--- src/logic/mem_pkg.sv ---
`default_nettype none

package mem_pkg;

    //////////////////////////////////////////////////
    // RAM geometry
    //////////////////////////////////////////////////

    localparam int MEM_WORDS  = 1024;   // Depth in 32-bit words
    localparam int WORD_IDX_W = 10;     // log2 of MEM_WORDS

    //////////////////////////////////////////////////
    // Request encodings
    //////////////////////////////////////////////////

    typedef enum logic [1:0] {
        MEM_NONE  = 2'd0,               // Idle cycle
        MEM_LOAD  = 2'd1,
        MEM_STORE = 2'd2
    } mem_op_e;

    // Store only looks at the size, unsigned codes map to their signed size
    typedef enum logic [2:0] {
        W_BYTE  = 3'd0,
        W_HALF  = 3'd1,
        W_WORD  = 3'd2,
        W_UBYTE = 3'd3,
        W_UHALF = 3'd4
    } mem_width_e;

    //////////////////////////////////////////////////
    // Structs passed between the stage blocks
    //////////////////////////////////////////////////

    typedef struct packed {
        mem_op_e     op;
        mem_width_e  width;
        logic [31:0] addr;              // Byte address
        logic [31:0] wdata;             // Store data, right aligned
    } mem_req_t;

    typedef struct packed {
        logic                  we;
        logic                  re;
        logic [3:0]            byte_en; // One bit per byte lane
        logic [WORD_IDX_W-1:0] word_idx;
        logic [31:0]           wdata;   // Already placed in its lanes
    } ram_cmd_t;

    // Kept alongside a load until its word comes back
    typedef struct packed {
        mem_width_e width;
        logic [1:0] offset;
    } lane_ctl_t;

endpackage

`default_nettype wire
--- src/logic/store_align.sv ---
`default_nettype none

module store_align (
    input  mem_pkg::mem_req_t  req,
    output mem_pkg::ram_cmd_t  cmd,
    output mem_pkg::lane_ctl_t lane
);

    logic [1:0]                      offset;
    logic [mem_pkg::WORD_IDX_W-1:0] word_idx;
    logic [3:0]                      byte_en;
    logic [31:0]                     lane_data;

    assign offset   = req.addr[1:0];
    assign word_idx = req.addr[mem_pkg::WORD_IDX_W+1:2]; // Upper address bits dropped

    //////////////////////////////////////////////////
    // Lane enables and data steering
    //////////////////////////////////////////////////

    always_comb begin
        byte_en   = 4'b1111;
        lane_data = req.wdata;
        case (req.width)
            mem_pkg::W_BYTE,
            mem_pkg::W_UBYTE: begin
                byte_en   = 4'b0001 << offset;
                lane_data = {4{req.wdata[7:0]}};    // Every lane gets the byte
            end
            mem_pkg::W_HALF,
            mem_pkg::W_UHALF: begin
                // Offset 3 falls back to the upper half, only bit 1 counts
                byte_en   = req.addr[1] ? 4'b1100 : 4'b0011;
                lane_data = {2{req.wdata[15:0]}};
            end
            mem_pkg::W_WORD: begin
                byte_en   = 4'b1111;
                lane_data = req.wdata;
            end
            default: begin
                byte_en   = 4'b1111;
                lane_data = req.wdata;
            end
        endcase
    end

    //////////////////////////////////////////////////
    // RAM command and load lane control
    //////////////////////////////////////////////////

    always_comb begin
        cmd.we       = 1'b0;
        cmd.re       = 1'b0;
        cmd.byte_en  = 4'b0000;
        cmd.word_idx = word_idx;
        cmd.wdata    = lane_data;
        lane.width   = mem_pkg::W_WORD;
        lane.offset  = 2'b00;

        case (req.op)
            mem_pkg::MEM_STORE: begin
                cmd.we      = 1'b1;
                cmd.byte_en = byte_en;
            end
            mem_pkg::MEM_LOAD: begin
                cmd.re      = 1'b1;
                lane.width  = req.width;            // Needed again at extraction
                lane.offset = offset;
            end
            default: ;                              // Idle, nothing to do
        endcase
    end

endmodule

`default_nettype wire

--- config.mk ---
export PLATFORM = sky130hd
export DESIGN_NAME = store_align
export DESIGN_NICKNAME = d
export VERILOG_FILES = /design/src/logic/mem_pkg.sv /design/src/logic/store_align.sv
export SDC_FILE = /design/constraint.sdc
export NUM_CORES = 1
export LEC_CHECK = 0
export BUFFER_PORTS_ARGS = -buffer_cell sky130_fd_sc_hd__buf_2
export CELL_PAD_IN_SITES_DETAIL_PLACEMENT = 2
export CELL_PAD_IN_SITES_GLOBAL_PLACEMENT = 2
export CORE_MARGIN = 4
export CORE_UTILIZATION = 14
export DETAILED_ROUTE_END_ITERATION = 8
export MAX_ROUTING_LAYER = met4
export PLACE_DENSITY = 0.89
export SLEW_MARGIN = 10
export SYNTH_ARGS = -nofsm -noshare
export SYNTH_HDL_FRONTEND = slang
export SYNTH_SLANG_ARGS = --single-unit
--- constraint.sdc ---
create_clock -name vclk -period 1.3
set_input_delay 0.13 -clock vclk [all_inputs]
set_output_delay 0.13 -clock vclk [all_outputs]
set_load 0.05 [all_outputs]
==> run_results.csv <==
group,metric,value,unit
synth,yosysMostFrequentCell,"buf_4",
setup_path,crit_arrival,1.22,ns
synth,yosys-top-cells-area,"mux2_2 20%, buf_4 18%, mux2i_1 9.1%, a221oi_1 7.9%, o32ai_1 7.9%",
setup_path,path_max_fanout,6,
sta,min_period,1.35,ns
sta,finalSetupViolations,20,
finish,design_area,0.00218,mm^2
finish,nClkBuffers,0,
run_status,status,"finished with violations",
synth,synth_top_area_share,20.4,%
grt,grt_pass1_vias,1418,
pwr,switchingPower,0.000761,W
sta,worst_slew_pin_slew,0.396,ns
hold_path,hold_path_startpoint,"req[34]",
route,ant_nets,0,
synth,synth_area_per_cell,8.19,um^2
finish,num-fill-cells,651,
finish,n_antenna_cell,0,
sta,finalWorstSetupSlack,-0.0512,ns
setup_path,worst_path_most_repeated_cell,"buf_12",
sta,finalHoldViolations,0,
run_status,violations,"setup timing",
placement,dpl_cell_area,0.00159,mm^2
placement,io_buffers,82,
setup_path,cp.required,1.17,ns
pwr,seq_power_share,0,%
placement,dp_hpwl,3.70,mm
hold_path,min_to,"cmd[32]",
finish,num-nets-final,257,
die,die_w,87.5,um
route,drt-total-wl,5.23,mm
setup_path,cp-start-kind,"primary input",
setup_path,cp_num_cells,6,
pwr,leakage,0.931,nW
route,first_pass_iters,4,
setup_path,cp_num_buf_inv,3,
synth,yosys-top-cells-count,"21 x buf_4, 16 x mux2_2",
pwr,total_power,0.00132,W
hold_path,hp-class,"primary input to output pin",
finish,nFlopsAndLatches,0,
setup_path,crit_family,"buffers and inverters",
setup_path,slowest_stage,"mux2_4",
die,core,0.00603,mm^2
synth,syn_area,885,um^2
die,fp-row-count,28,
hold_path,whs_path_depth,0,
grt,grtUsageTotal,13.1,%
synth,yosys_warnings,0,
route,vias,1212,
setup_path,path_cells,"buf_12 -> xor2_4 -> nor2_4 -> buf_12 -> mux2_4 -> buf_8",
synth,ys_seq_area_share,0,%
pwr,p_clk_share,0,%
pwr,p_int,0.000557,W
die,die_h,87.5,um
route,viasPerCell,4.64,
die,pin_count,122,
synth,synth_top_area_cell,"mux2_2",
sta,slew_headroom,73.3,%
route,drt_iter0_drc,37,
synth,synth_cell_types,26,
setup_path,slowest_delay,0.32,ns
sta,fmax,0.740,GHz
finish,seqCellArea,0,um^2
setup_path,endpoint_kind,"output pin",
synth,syn_inst,108,
synth,synth_fp_nets,177,
finish,syn2layout_area_growth,147,%
die,initial_utilization,14.7,%
die,dieArea,0.00765,mm^2
grt,grt.overflow.total,0,
grt,antenna_found_initial,0,
sta,final_max_slew_viol_count,0,
finish,layout-drive-gt1-share,88.7,%
sta,timing.final.crit_share,104,%
pwr,vdd_drop_max,0.000239,V
pwr,pwr-share-comb,100.0,%
pwr,pwr_density_cell,603,mW/mm^2
pwr,p_sw_share,57.7,%
route,drc,0,
setup_path,setup.worst_path.class,"primary input to output pin",
grt,grt_pass1_wl,7.74,mm
route,routedWlPerCell,20.1,um
placement,gp_congestion,0.760,
sta,rsz0062_at_grt,"yes",
grt,grt_max_degree,16,
job,drv_cap,0,
==> power groups by stage <==
stage	registers, W	logic (W)	clock network [W]
4_1_cts	0	0.00121	0
5_1_grt	0	0.00137	0
6_report	0	0.00132	0
3_5_place_dp	0	0.000991	0
3_3_place_gp	0	0.000970	0
2_1_floorplan	0	0.000814	0
==> through the flow <==
step	setup TNS [ns]	hold WS [ns]	setup WS (ns)	util (%)	std cells
6_report	-0.623	0.260	-0.0512	36.3	261
2_1_floorplan	-0.261	0.368	-0.105	-	108
5_1_grt	-1.38	0.260	-0.0894	36.3	261
3_5_place_dp	-6.01	0.260	-0.312	26.3	258
3_3_place_gp	-5.28	0.260	-0.246	26.3	258
4_1_cts	-0.600	0.260	-0.0552	33.0	261
==> logic make-up after synthesis <==
family          after synthesis  synth area share (%)
compound gates               37                  30.3
mux                          25                  32.0
buf+inv                      29                  24.0
simple gates                 16                  10.6
xor+xnor                      1                  3.11
==> placed cells by master (no fill, tap or decap), drive strengths merged <==
master	count
xor2	1
nand2b	4
a221oi	8
o21bai	1
clkinvlp	1
o22ai	8
o211a	1
buf	105
nand2	2
inv	1
a211oi	2
mux2	16
o21ai	4
nor2b	1
nor2	4
and2	4
o32ai	8
mux2i	9
a21oi	5
or2b	1
==> timing repair <==
item / CTS / global route
endpoints found under the setup margin: 28 / 28
gates resized for setup: 99 / 40
hold buffers: 0 / 0
setup buffers: 3 / 0
pin swaps: 4 / 11
==> routing by layer <==
metal	track usage, %	up-vias	wire length, um
li1	-	559	-
met1	16.8	605	2320
met2	22.3	46	2650
met3	1.51	2	243
met4	1.95	0	25
met5	-	-	0
==> final cells by class <==
class | instances | area, um^2 | share of cell area, %
Multi-Input combinational cell | 79 | 1140 | 52.4
Inverter | 2 | 11.3 | 0.515
Timing Repair Buffer | 105 | 935 | 42.8
Tap cell | 75 | 93.8 | 4.30
==> worst max-delay path by stage <==
| stage | start | endpoint | slack (ns) |
|---|---|---|---|
| finish | req[65] | cmd[12] | -0.05 |
| floorplan | req[64] | cmd[43] | -0.10 |
| global route | req[65] | cmd[18] | -0.09 |
| CTS | req[65] | cmd[17] | -0.06 |
| global placement | req[64] | cmd[21] | -0.25 |
| detailed placement | req[64] | cmd[42] | -0.31 |
Note: power is estimated with default switching activity, not from simulation.
