--- config.mk ---
export PLATFORM = sky130hd
export DESIGN_NAME = load_extract
export DESIGN_NICKNAME = d
export VERILOG_FILES = /design/src/logic/mem_pkg.sv /design/src/logic/load_extract.sv
export SDC_FILE = /design/constraint.sdc
export NUM_CORES = 1
export LEC_CHECK = 0
export ABC_CLOCK_PERIOD_IN_PS = 2400
export BUFFER_PORTS_ARGS = -buffer_cell sky130_fd_sc_hd__buf_2
export CORE_UTILIZATION = 49
export DETAILED_ROUTE_END_ITERATION = 16
export PLACE_DENSITY = 0.89
export SLEW_MARGIN = 15
export SYNTH_ARGS = -nofsm -noshare
export SYNTH_HDL_FRONTEND = slang
export SYNTH_SLANG_ARGS = --single-unit
--- constraint.sdc ---
create_clock -name vclk -period 2.4
set_input_delay 0.12 -clock vclk [all_inputs]
set_output_delay 0.12 -clock vclk [all_outputs]
set_load 0.005 [all_outputs]
--- src/logic/mem_pkg.sv ---
`default_nettype none

package mem_pkg;

    //////////////////////////////////////////////////
    // RAM geometry
    //////////////////////////////////////////////////

    localparam int MEM_WORDS  = 1024;   // Depth in 32-bit words
    localparam int WORD_IDX_W = 10;     // log2 of MEM_WORDS

    //////////////////////////////////////////////////
    // Request encodings
    //////////////////////////////////////////////////

    typedef enum logic [1:0] {
        MEM_NONE  = 2'd0,               // Idle cycle
        MEM_LOAD  = 2'd1,
        MEM_STORE = 2'd2
    } mem_op_e;

    // Store only looks at the size, unsigned codes map to their signed size
    typedef enum logic [2:0] {
        W_BYTE  = 3'd0,
        W_HALF  = 3'd1,
        W_WORD  = 3'd2,
        W_UBYTE = 3'd3,
        W_UHALF = 3'd4
    } mem_width_e;

    //////////////////////////////////////////////////
    // Structs passed between the stage blocks
    //////////////////////////////////////////////////

    typedef struct packed {
        mem_op_e     op;
        mem_width_e  width;
        logic [31:0] addr;              // Byte address
        logic [31:0] wdata;             // Store data, right aligned
    } mem_req_t;

    typedef struct packed {
        logic                  we;
        logic                  re;
        logic [3:0]            byte_en; // One bit per byte lane
        logic [WORD_IDX_W-1:0] word_idx;
        logic [31:0]           wdata;   // Already placed in its lanes
    } ram_cmd_t;

    // Kept alongside a load until its word comes back
    typedef struct packed {
        mem_width_e width;
        logic [1:0] offset;
    } lane_ctl_t;

endpackage

`default_nettype wire
--- src/logic/load_extract.sv ---
`default_nettype none

module load_extract (
    input  logic [31:0]        rdata,
    input  mem_pkg::lane_ctl_t lane,
    input  logic               rvalid,
    output logic               load_valid,
    output logic [31:0]        load_data
);

    logic [7:0]  byte_sel;
    logic [15:0] half_sel;
    logic [31:0] ext_data;

    //////////////////////////////////////////////////
    // Lane selection
    //////////////////////////////////////////////////

    always_comb begin
        case (lane.offset)
            2'd0:    byte_sel = rdata[7:0];
            2'd1:    byte_sel = rdata[15:8];
            2'd2:    byte_sel = rdata[23:16];
            default: byte_sel = rdata[31:24];
        endcase
    end

    // Offsets 2 and 3 both pick the upper half
    assign half_sel = lane.offset[1] ? rdata[31:16] : rdata[15:0];

    //////////////////////////////////////////////////
    // Sign or zero extension
    //////////////////////////////////////////////////

    always_comb begin
        case (lane.width)
            mem_pkg::W_BYTE: begin
                ext_data = {{24{byte_sel[7]}}, byte_sel};
            end
            mem_pkg::W_UBYTE: begin
                ext_data = {24'h000000, byte_sel};
            end
            mem_pkg::W_HALF: begin
                ext_data = {{16{half_sel[15]}}, half_sel};
            end
            mem_pkg::W_UHALF: begin
                ext_data = {16'h0000, half_sel};
            end
            default: begin
                ext_data = rdata;                   // Whole word
            end
        endcase
    end

    // Idle cycles carry zero instead of the last word read
    assign load_valid = rvalid;
    assign load_data  = rvalid ? ext_data : 32'h0000_0000;

endmodule

`default_nettype wire

==> summary.md, run 1 <==
| Metric | Value |
|---|---|
| GR met1 Demand/Resource | 0.441 |
| Maximum vdd drop | 0.112 mV |
| Number of routed nets with antenna violations | 0 |
| Synth unique cells | 20 |
| Pwr/cell area | 212 nW/µm² |
| Final Util | 0.691 |
| DRT Pass-1 Iters | 4 |
| Critical path class | in -> out |
| LEAKAGE | 0.606 nW |
| RSZ-0062 raised after global routing | no |
| Detailed-route via count | 1540 |
| Hold Path Origin | rdata[11] |
| Non-filler cells, final | 229 |
| Required time worst endpoint | 2.28 ns |
| P&R area growth vs syn | 27.5% |
| Vias per cell | 6.72 |
| Startpoint Class | primary input |
| Worst Tran Pin Value | 0.720 ns |
| Port bufs | 71 |
| Most frequent CP cell | buf_2 |
| Die W | 49.3 µm |
| Switching part of the total | 0.544 |
| Routed len/inst | 16.9 µm |
| Total power | 0.000297 W |
| # hold bufs at CTS | 0 |
| Antenna Cells | 0 |
| Max-slew headroom | 0.517 |
| Syn Inst Count | 149 |
| Detailed Route WL | 3860 µm |
| Slowest CP cell | or3b_1 |
| TNS Setup | 0 ns |
| Post-synthesis cell area | 1100 µm² |
| I/O Pins | 71 |
| Syn_nets | 187 |
| Fillers | 186 |
| CP Capture Type | output port |
| GRT Max-Usage Layer | met2 |
| Post_cts resized | 0 |
| Core area | 2020 µm² |
| Hold WC Path Type | in -> out |
| Routability cong. | 0.854 |
| Comb pwr share | 1.000 |
| Final period utilization | 0.841 |
| Worst EP arrival | 1.90 ns |
| Seq cells | 0 |
| Die area | 2430 µm² |
| Final Hold Viols | 0 |
| DRC errors left | 0 |
| Global Route Usage Sum | 0.324 |
| Net Sw Power | 0.000161 W |
| First-pass GRT wire length | 6400 µm |
| Status | complete, no violations |
| Met2 Resource Use GR | 0.537 |
| Worst path bufs/invs | 2 |
| FP Rows | 16 |
| Crit-path cells | buf_2 > and2b_1 > or3b_1 > a21oi_1 > buf_2 |
| Crit path launch | lane[2] |
| Post-CTS Setup Bufs | 0 |
| Min Clock Period, post-route | 2.02 ns |
| Met3 Track Usage GR | 0.0218 |
| CP top delay family | simple AND/OR/NAND/NOR gates |
| Die Y | 49.3 µm |
| Cell-internal power | 0.000136 W |
| Clock buffers | 0 |
| MaxCap Viol Count | 0 |
| Initial DRC Count | 59 |
| PnR worst setup slack | 0.381 ns |
| Slew Limit Fails | 0 |
| Number of global-route vias before repair | 1399 |
| Fmax | 495 MHz |
| Crit-path max FO | 16 |
| Layout cells sized above 1 | 0.505 |
| Clock power frac | 0 |
| Gr ovfl total | 0 |
| Largest net degree at the start of global routing | 34 |
| Register Area | 0 µm² |
| Sequential power share | 0 |
| Commonest non-fill, non-tap cell in the layout | buf_2 |
| Avg Cell Area, Syn | 7.36 µm² |
| Final setup violation count | 0 |
| Post-Place Cells | 229 |
| Initial core utilization | 0.542 |
| Nets | 242 |
| Initial antenna violation count | 0 |
| Detailed Place HPWL | 2810 µm |
| Sequential-to-total area share from yosys stat | 0 |
| Most frequent cells in the layout | buf_2, o21ai_0, a21oi_1 |
| Placement Setup Slack | 0.443 ns |
| Critical Path Max Stage Delay | 0.71 ns |
| Syn. warnings | 0 |
[metrics by stage]
stage / hold WS [ns] / area [µm²]
6_report: 0.636 / 1400
5_1_grt: 0.669 / 1400
3_3_place_gp: 0.629 / 1400
2_1_floorplan: 0.321 / 1100
4_1_cts: 0.637 / 1400
3_5_place_dp: 0.632 / 1400
[layer usage]
layer	vias up	wire length [µm]	share of wire
li1	685	-	-
met1	719	1450	0.37
met2	122	1950	0.50
met3	14	381	0.099
met4	0	87	0.023
met5	-	0	0
[tightest hold or removal path, cell delays in order]
cell     delay (ns)
buf_2          0.10
o21ai_0        0.08
a21oi_1        0.11
buf_2          0.12
[cell families (layout without fill, tap and decap cells)]
family                 Yosys count  after routing  share of synthesized area
XOR/XNOR                         2              2                     0.0160
AO/OA/AOI/OAI                   81             81                      0.426
AND/OR/NAND/NOR                 20             20                      0.126
buffers and inverters           21             74                      0.104
multiplexers                    25             25                      0.329
[synthesized netlist by cell type, types with 3 or more instances]
master / n / area share
a21oi_2: 10 / 0.080
o21ai_0: 40 / 0.18
buf_2: 7 / 0.032
a31oi_1: 8 / 0.046
clkbuf_1: 8 / 0.027
mux2i_1: 9 / 0.082
a21oi_1: 22 / 0.10
mux4_2: 8 / 0.16
mux2_2: 8 / 0.082
buf_4: 3 / 0.021
nand3b_1: 8 / 0.055
or3_1: 8 / 0.046
[final timing paths]
path,to,cells past startpoint
worst max-delay path,load_data[31],5
worst min-delay path,load_data[11],4
[area by class of cell]
| type | instances | area [µm²] | share of cell area |
|---|---|---|---|
| multi-input cells | 128 | 986 | 0.705 |
| well taps | 27 | 33.8 | 0.0242 |
| repair buffers | 74 | 378 | 0.270 |
[power by group through the flow]
stage                     Clock (W)  Sequential [W]  Combinational, W
after CTS                         0               0          0.000292
after floorplan                   0               0          0.000184
after global routing              0               0          0.000325
after global placement            0               0          0.000279
after detailed placement          0               0          0.000290
final                             0               0          0.000297
Power figures use the tool's default switching activity.
==> run 2, diff against run 1 <==
ABC_AREA = 1   (was default)
ABC_CLOCK_PERIOD_IN_PS = 2050   (was 2400)
CORE_UTILIZATION = 45   (was 49)
PLACE_DENSITY = 0.83   (was 0.89)
clock period = 2.05 ns   (was 2.4 ns; I/O delays follow)
==> run 2 against run 1 <==
Effect of this change: critical path depth increased by 4; synthesized area is 3.2% lower; cell area decreased by 0.18%; die area increased by 5.2%; worst hold slack worse by 0.12 ns; cell count rose by 38%; synthesized cell count increased by 53%; sequential share of layout area unchanged; combinational power is 10% higher; setup slack better by 0.25 ns; power is 11% higher; routed wire length decreased by 16%.
==> summary.md, run 2 <==
| Metric | Value |
|---|---|
| Crit-path cells | buf_2 > nand2_1 > inv_2 > nand2_1 > nand3_4 > nand2_2 > nand2_4 > nor2_1 > buf_2 |
| Most frequent cell after synthesis | nor2_1 |
| Non-filler cells, final | 316 (+38%) |
| Final setup violation count | 0 (unchanged) |
| Routability cong. | 0.902 (+5.6%) |
| CP Capture Type | output port |
| Post-synthesis cell area | 1060 µm² (-3.2%) |
| Worst EP arrival | 1.32 ns (-0.58 ns) |
| Min Clock Period, post-route | 1.42 ns |
| Top routing layer in use | met3 |
| Hold Path Origin | rdata[20] |
| Sequential-to-total area share from yosys stat | 0 (unchanged) |
| Maximum vdd drop | 0.143 mV (+27%) |
| WL met1 | 1510 µm (+4.1%) |
| Met2 routed WL | 1490 µm (-23%) |
| Fin Hold WS | 0.514 ns (-0.122 ns) |
| Register Area | 0 µm² (unchanged) |
| Initial antenna violation count | 0 (unchanged) |
| DRT Pass-1 Iters | 4 (unchanged) |
| Seq cells | 0 (unchanged) |
| Hold WC Path Type | in -> out |
| Crit-path max FO | 16 (unchanged) |
| TNS Setup | 0 ns (unchanged) |
| Nets | 328 (+36%) |
| Post_cts resized | 0 (unchanged) |
| LEAKAGE | 0.824 nW (+36%) |
| Global Route Usage Sum | 0.245 (-0.0788) |
| Syn Inst Count | 228 (+53%) |
| Detailed Place HPWL | 2480 µm (-12%) |
| Port bufs | 71 (unchanged) |
| Slowest CP cell | nand2_4 |
| Complex-gate fraction of the synthesized area | 0.257 (-0.169) |
| Startpoint Class | primary input |
| Switching part of the total | 0.588 (+0.0446) |
| Detailed Route WL | 3240 µm (-16%) |
| Clock buffers | 0 (unchanged) |
| Cell-internal power | 0.000135 W (-0.25%) |
| Post-synth top area share | 0.205 (+0.0225) |
| Post-Place Cells | 316 (+38%) |
| Critical path class | in -> out |
| Syn_nets | 266 (+42%) |
| Fmax | 702 MHz |
| Final period utilization | 0.694 |
| Number of routed nets with antenna violations | 0 (unchanged) |
| Post-CTS Setup Bufs | 0 (unchanged) |
| Mux share of post-synthesis cell area | 0 (-0.329) |
| CP top delay family | simple AND/OR/NAND/NOR gates |
| Sequential power share | 0 (unchanged) |
| Die W | 50.6 µm (+2.6%) |
| I/O Pins | 71 (unchanged) |
| FP Rows | 17 (+1) |
| Slew Limit Fails | 0 (unchanged) |
| Max-slew headroom | 0.658 (+0.142) |
| Hold-critical path depth | 4 (unchanged) |
| Total power | 0.000328 W (+11%) |
| Placement Setup Slack | 0.631 ns (+0.188 ns) |
| Final Hold Viols | 0 (unchanged) |
| Largest family of logic cells by synthesized area | simple AND/OR/NAND/NOR gates |
| DRC errors left | 0 (unchanged) |
| Clock power frac | 0 (unchanged) |
| Worst path bufs/invs | 3 (+1) |
| Die Y | 50.6 µm (+2.6%) |
| # hold bufs at CTS | 0 (unchanged) |
| Status | complete, no violations |
| Layout cells sized above 1 | 0.330 (-0.175) |
| P&R area growth vs syn | 31.5% |
| Simple-Gate Fraction of Synth Area | 0.573 (+0.448) |
| RSZ-0062 raised after global routing | no |
| Commonest cells in the netlist | nor2_1, nand2_1, o21ai_0, a21oi_1, inv_1 |
| PnR worst setup slack | 0.626 ns (+0.246 ns) |
| First-pass GRT wire length | 5070 µm (-21%) |
| Antenna Cells | 0 (unchanged) |
| Largest net degree at the start of global routing | 36 (+5.9%) |
| Die area | 2560 µm² (+5.2%) |
| Core area | 2210 µm² (+9.4%) |
| Gr ovfl total | 0 (unchanged) |
| Critical Path Max Stage Delay | 0.22 ns (-0.49 ns) |
| Dominant cell type by area after synthesis | nor2_1 |
| Required time worst endpoint | 1.95 ns (-0.33 ns) |
| Top cells by area, synth | nor2_1, nand2_1, o21ai_0 |
| Avg Cell Area, Syn | 4.65 µm² (-37%) |
| Hold EP | load_data[20] |
| Vias per cell | 4.94 (-26%) |
| Most frequent cells in the layout | buf_2, nor2_1, nand2_1 |
| Net Sw Power | 0.000193 W (+20%) |
| Syn. warnings | 0 (unchanged) |
| Commonest non-fill, non-tap cell in the layout | buf_2 |
| Routed len/inst | 10.3 µm (-39%) |
| Fillers | 236 (+27%) |
| Comb pwr share | 1.000 (about the same) |
| Metal3 WL | 240 µm (-37%) |
| Post-Synth XOR/XNOR Area | 0 (-0.0160) |
| Initial core utilization | 0.480 (-0.0624) |
| Pwr/cell area | 235 nW/µm² (+11%) |
| Number of global-route vias before repair | 1203 (-14%) |
| Synth unique cells | 20 (unchanged) |
| Initial DRC Count | 44 (-25%) |
| Detailed-route via count | 1562 (+1.4%) |
| MaxCap Viol Count | 0 (unchanged) |
| Adder-cell share of the synthesized area | 0 (unchanged) |
| Worst Tran Pin Value | 0.511 ns (-0.208 ns) |
## run 2: per-stage QoR
step | utilization | cell area, µm²
after floorplan | - | 1060
after global placement | 0.631 | 1400
after detailed placement | 0.631 | 1400
after CTS | 0.631 | 1400
after global routing | 0.631 | 1400
final | 0.631 | 1400
## run 2: logic make-up (layout without fill, tap and decap cells)
| family | after synthesis | after routing |
|---|---|---|
| AO/OA/AOI/OAI | 54 | 54 |
| buffers and inverters | 37 | 97 |
| AND/OR/NAND/NOR | 137 | 137 |
## run 2: power by group through the flow
stage / Sequential, W / Combinational [W] / Clock [W]
floorplan: 0 / 0.000208 / 0
global placement: 0 / 0.000323 / 0
detailed placement: 0 / 0.000326 / 0
CTS: 0 / 0.000328 / 0
global route: 0 / 0.000367 / 0
finish: 0 / 0.000328 / 0
## run 2: worst max-delay path by stage
stage	from	to	slack [ns]	cells after the start
5_1_grt	lane[3]	load_data[9]	0.51	8
3_5_place_dp	lane[0]	load_data[16]	0.63	9
3_3_place_gp	lane[0]	load_data[16]	0.64	9
6_report	lane[0]	load_data[19]	0.63	9
2_1_floorplan	lane[0]	load_data[21]	0.97	9
4_1_cts	lane[0]	load_data[16]	0.63	9
## run 2: layout make-up
class	instances	area, µm²	area share
multi-input cells	191	881	0.631
inverters	23	88.8	0.0637
repair buffers	74	390	0.280
well taps	28	35.0	0.0251
## run 2: routing by layer
| metal | GRT usage | vias up |
|---|---|---|
| li1 | - | 845 |
| met1 | 0.342 | 648 |
| met2 | 0.440 | 69 |
| met3 | 0 | 0 |
| met4 | 0.00926 | 0 |
| met5 | 0 | - |
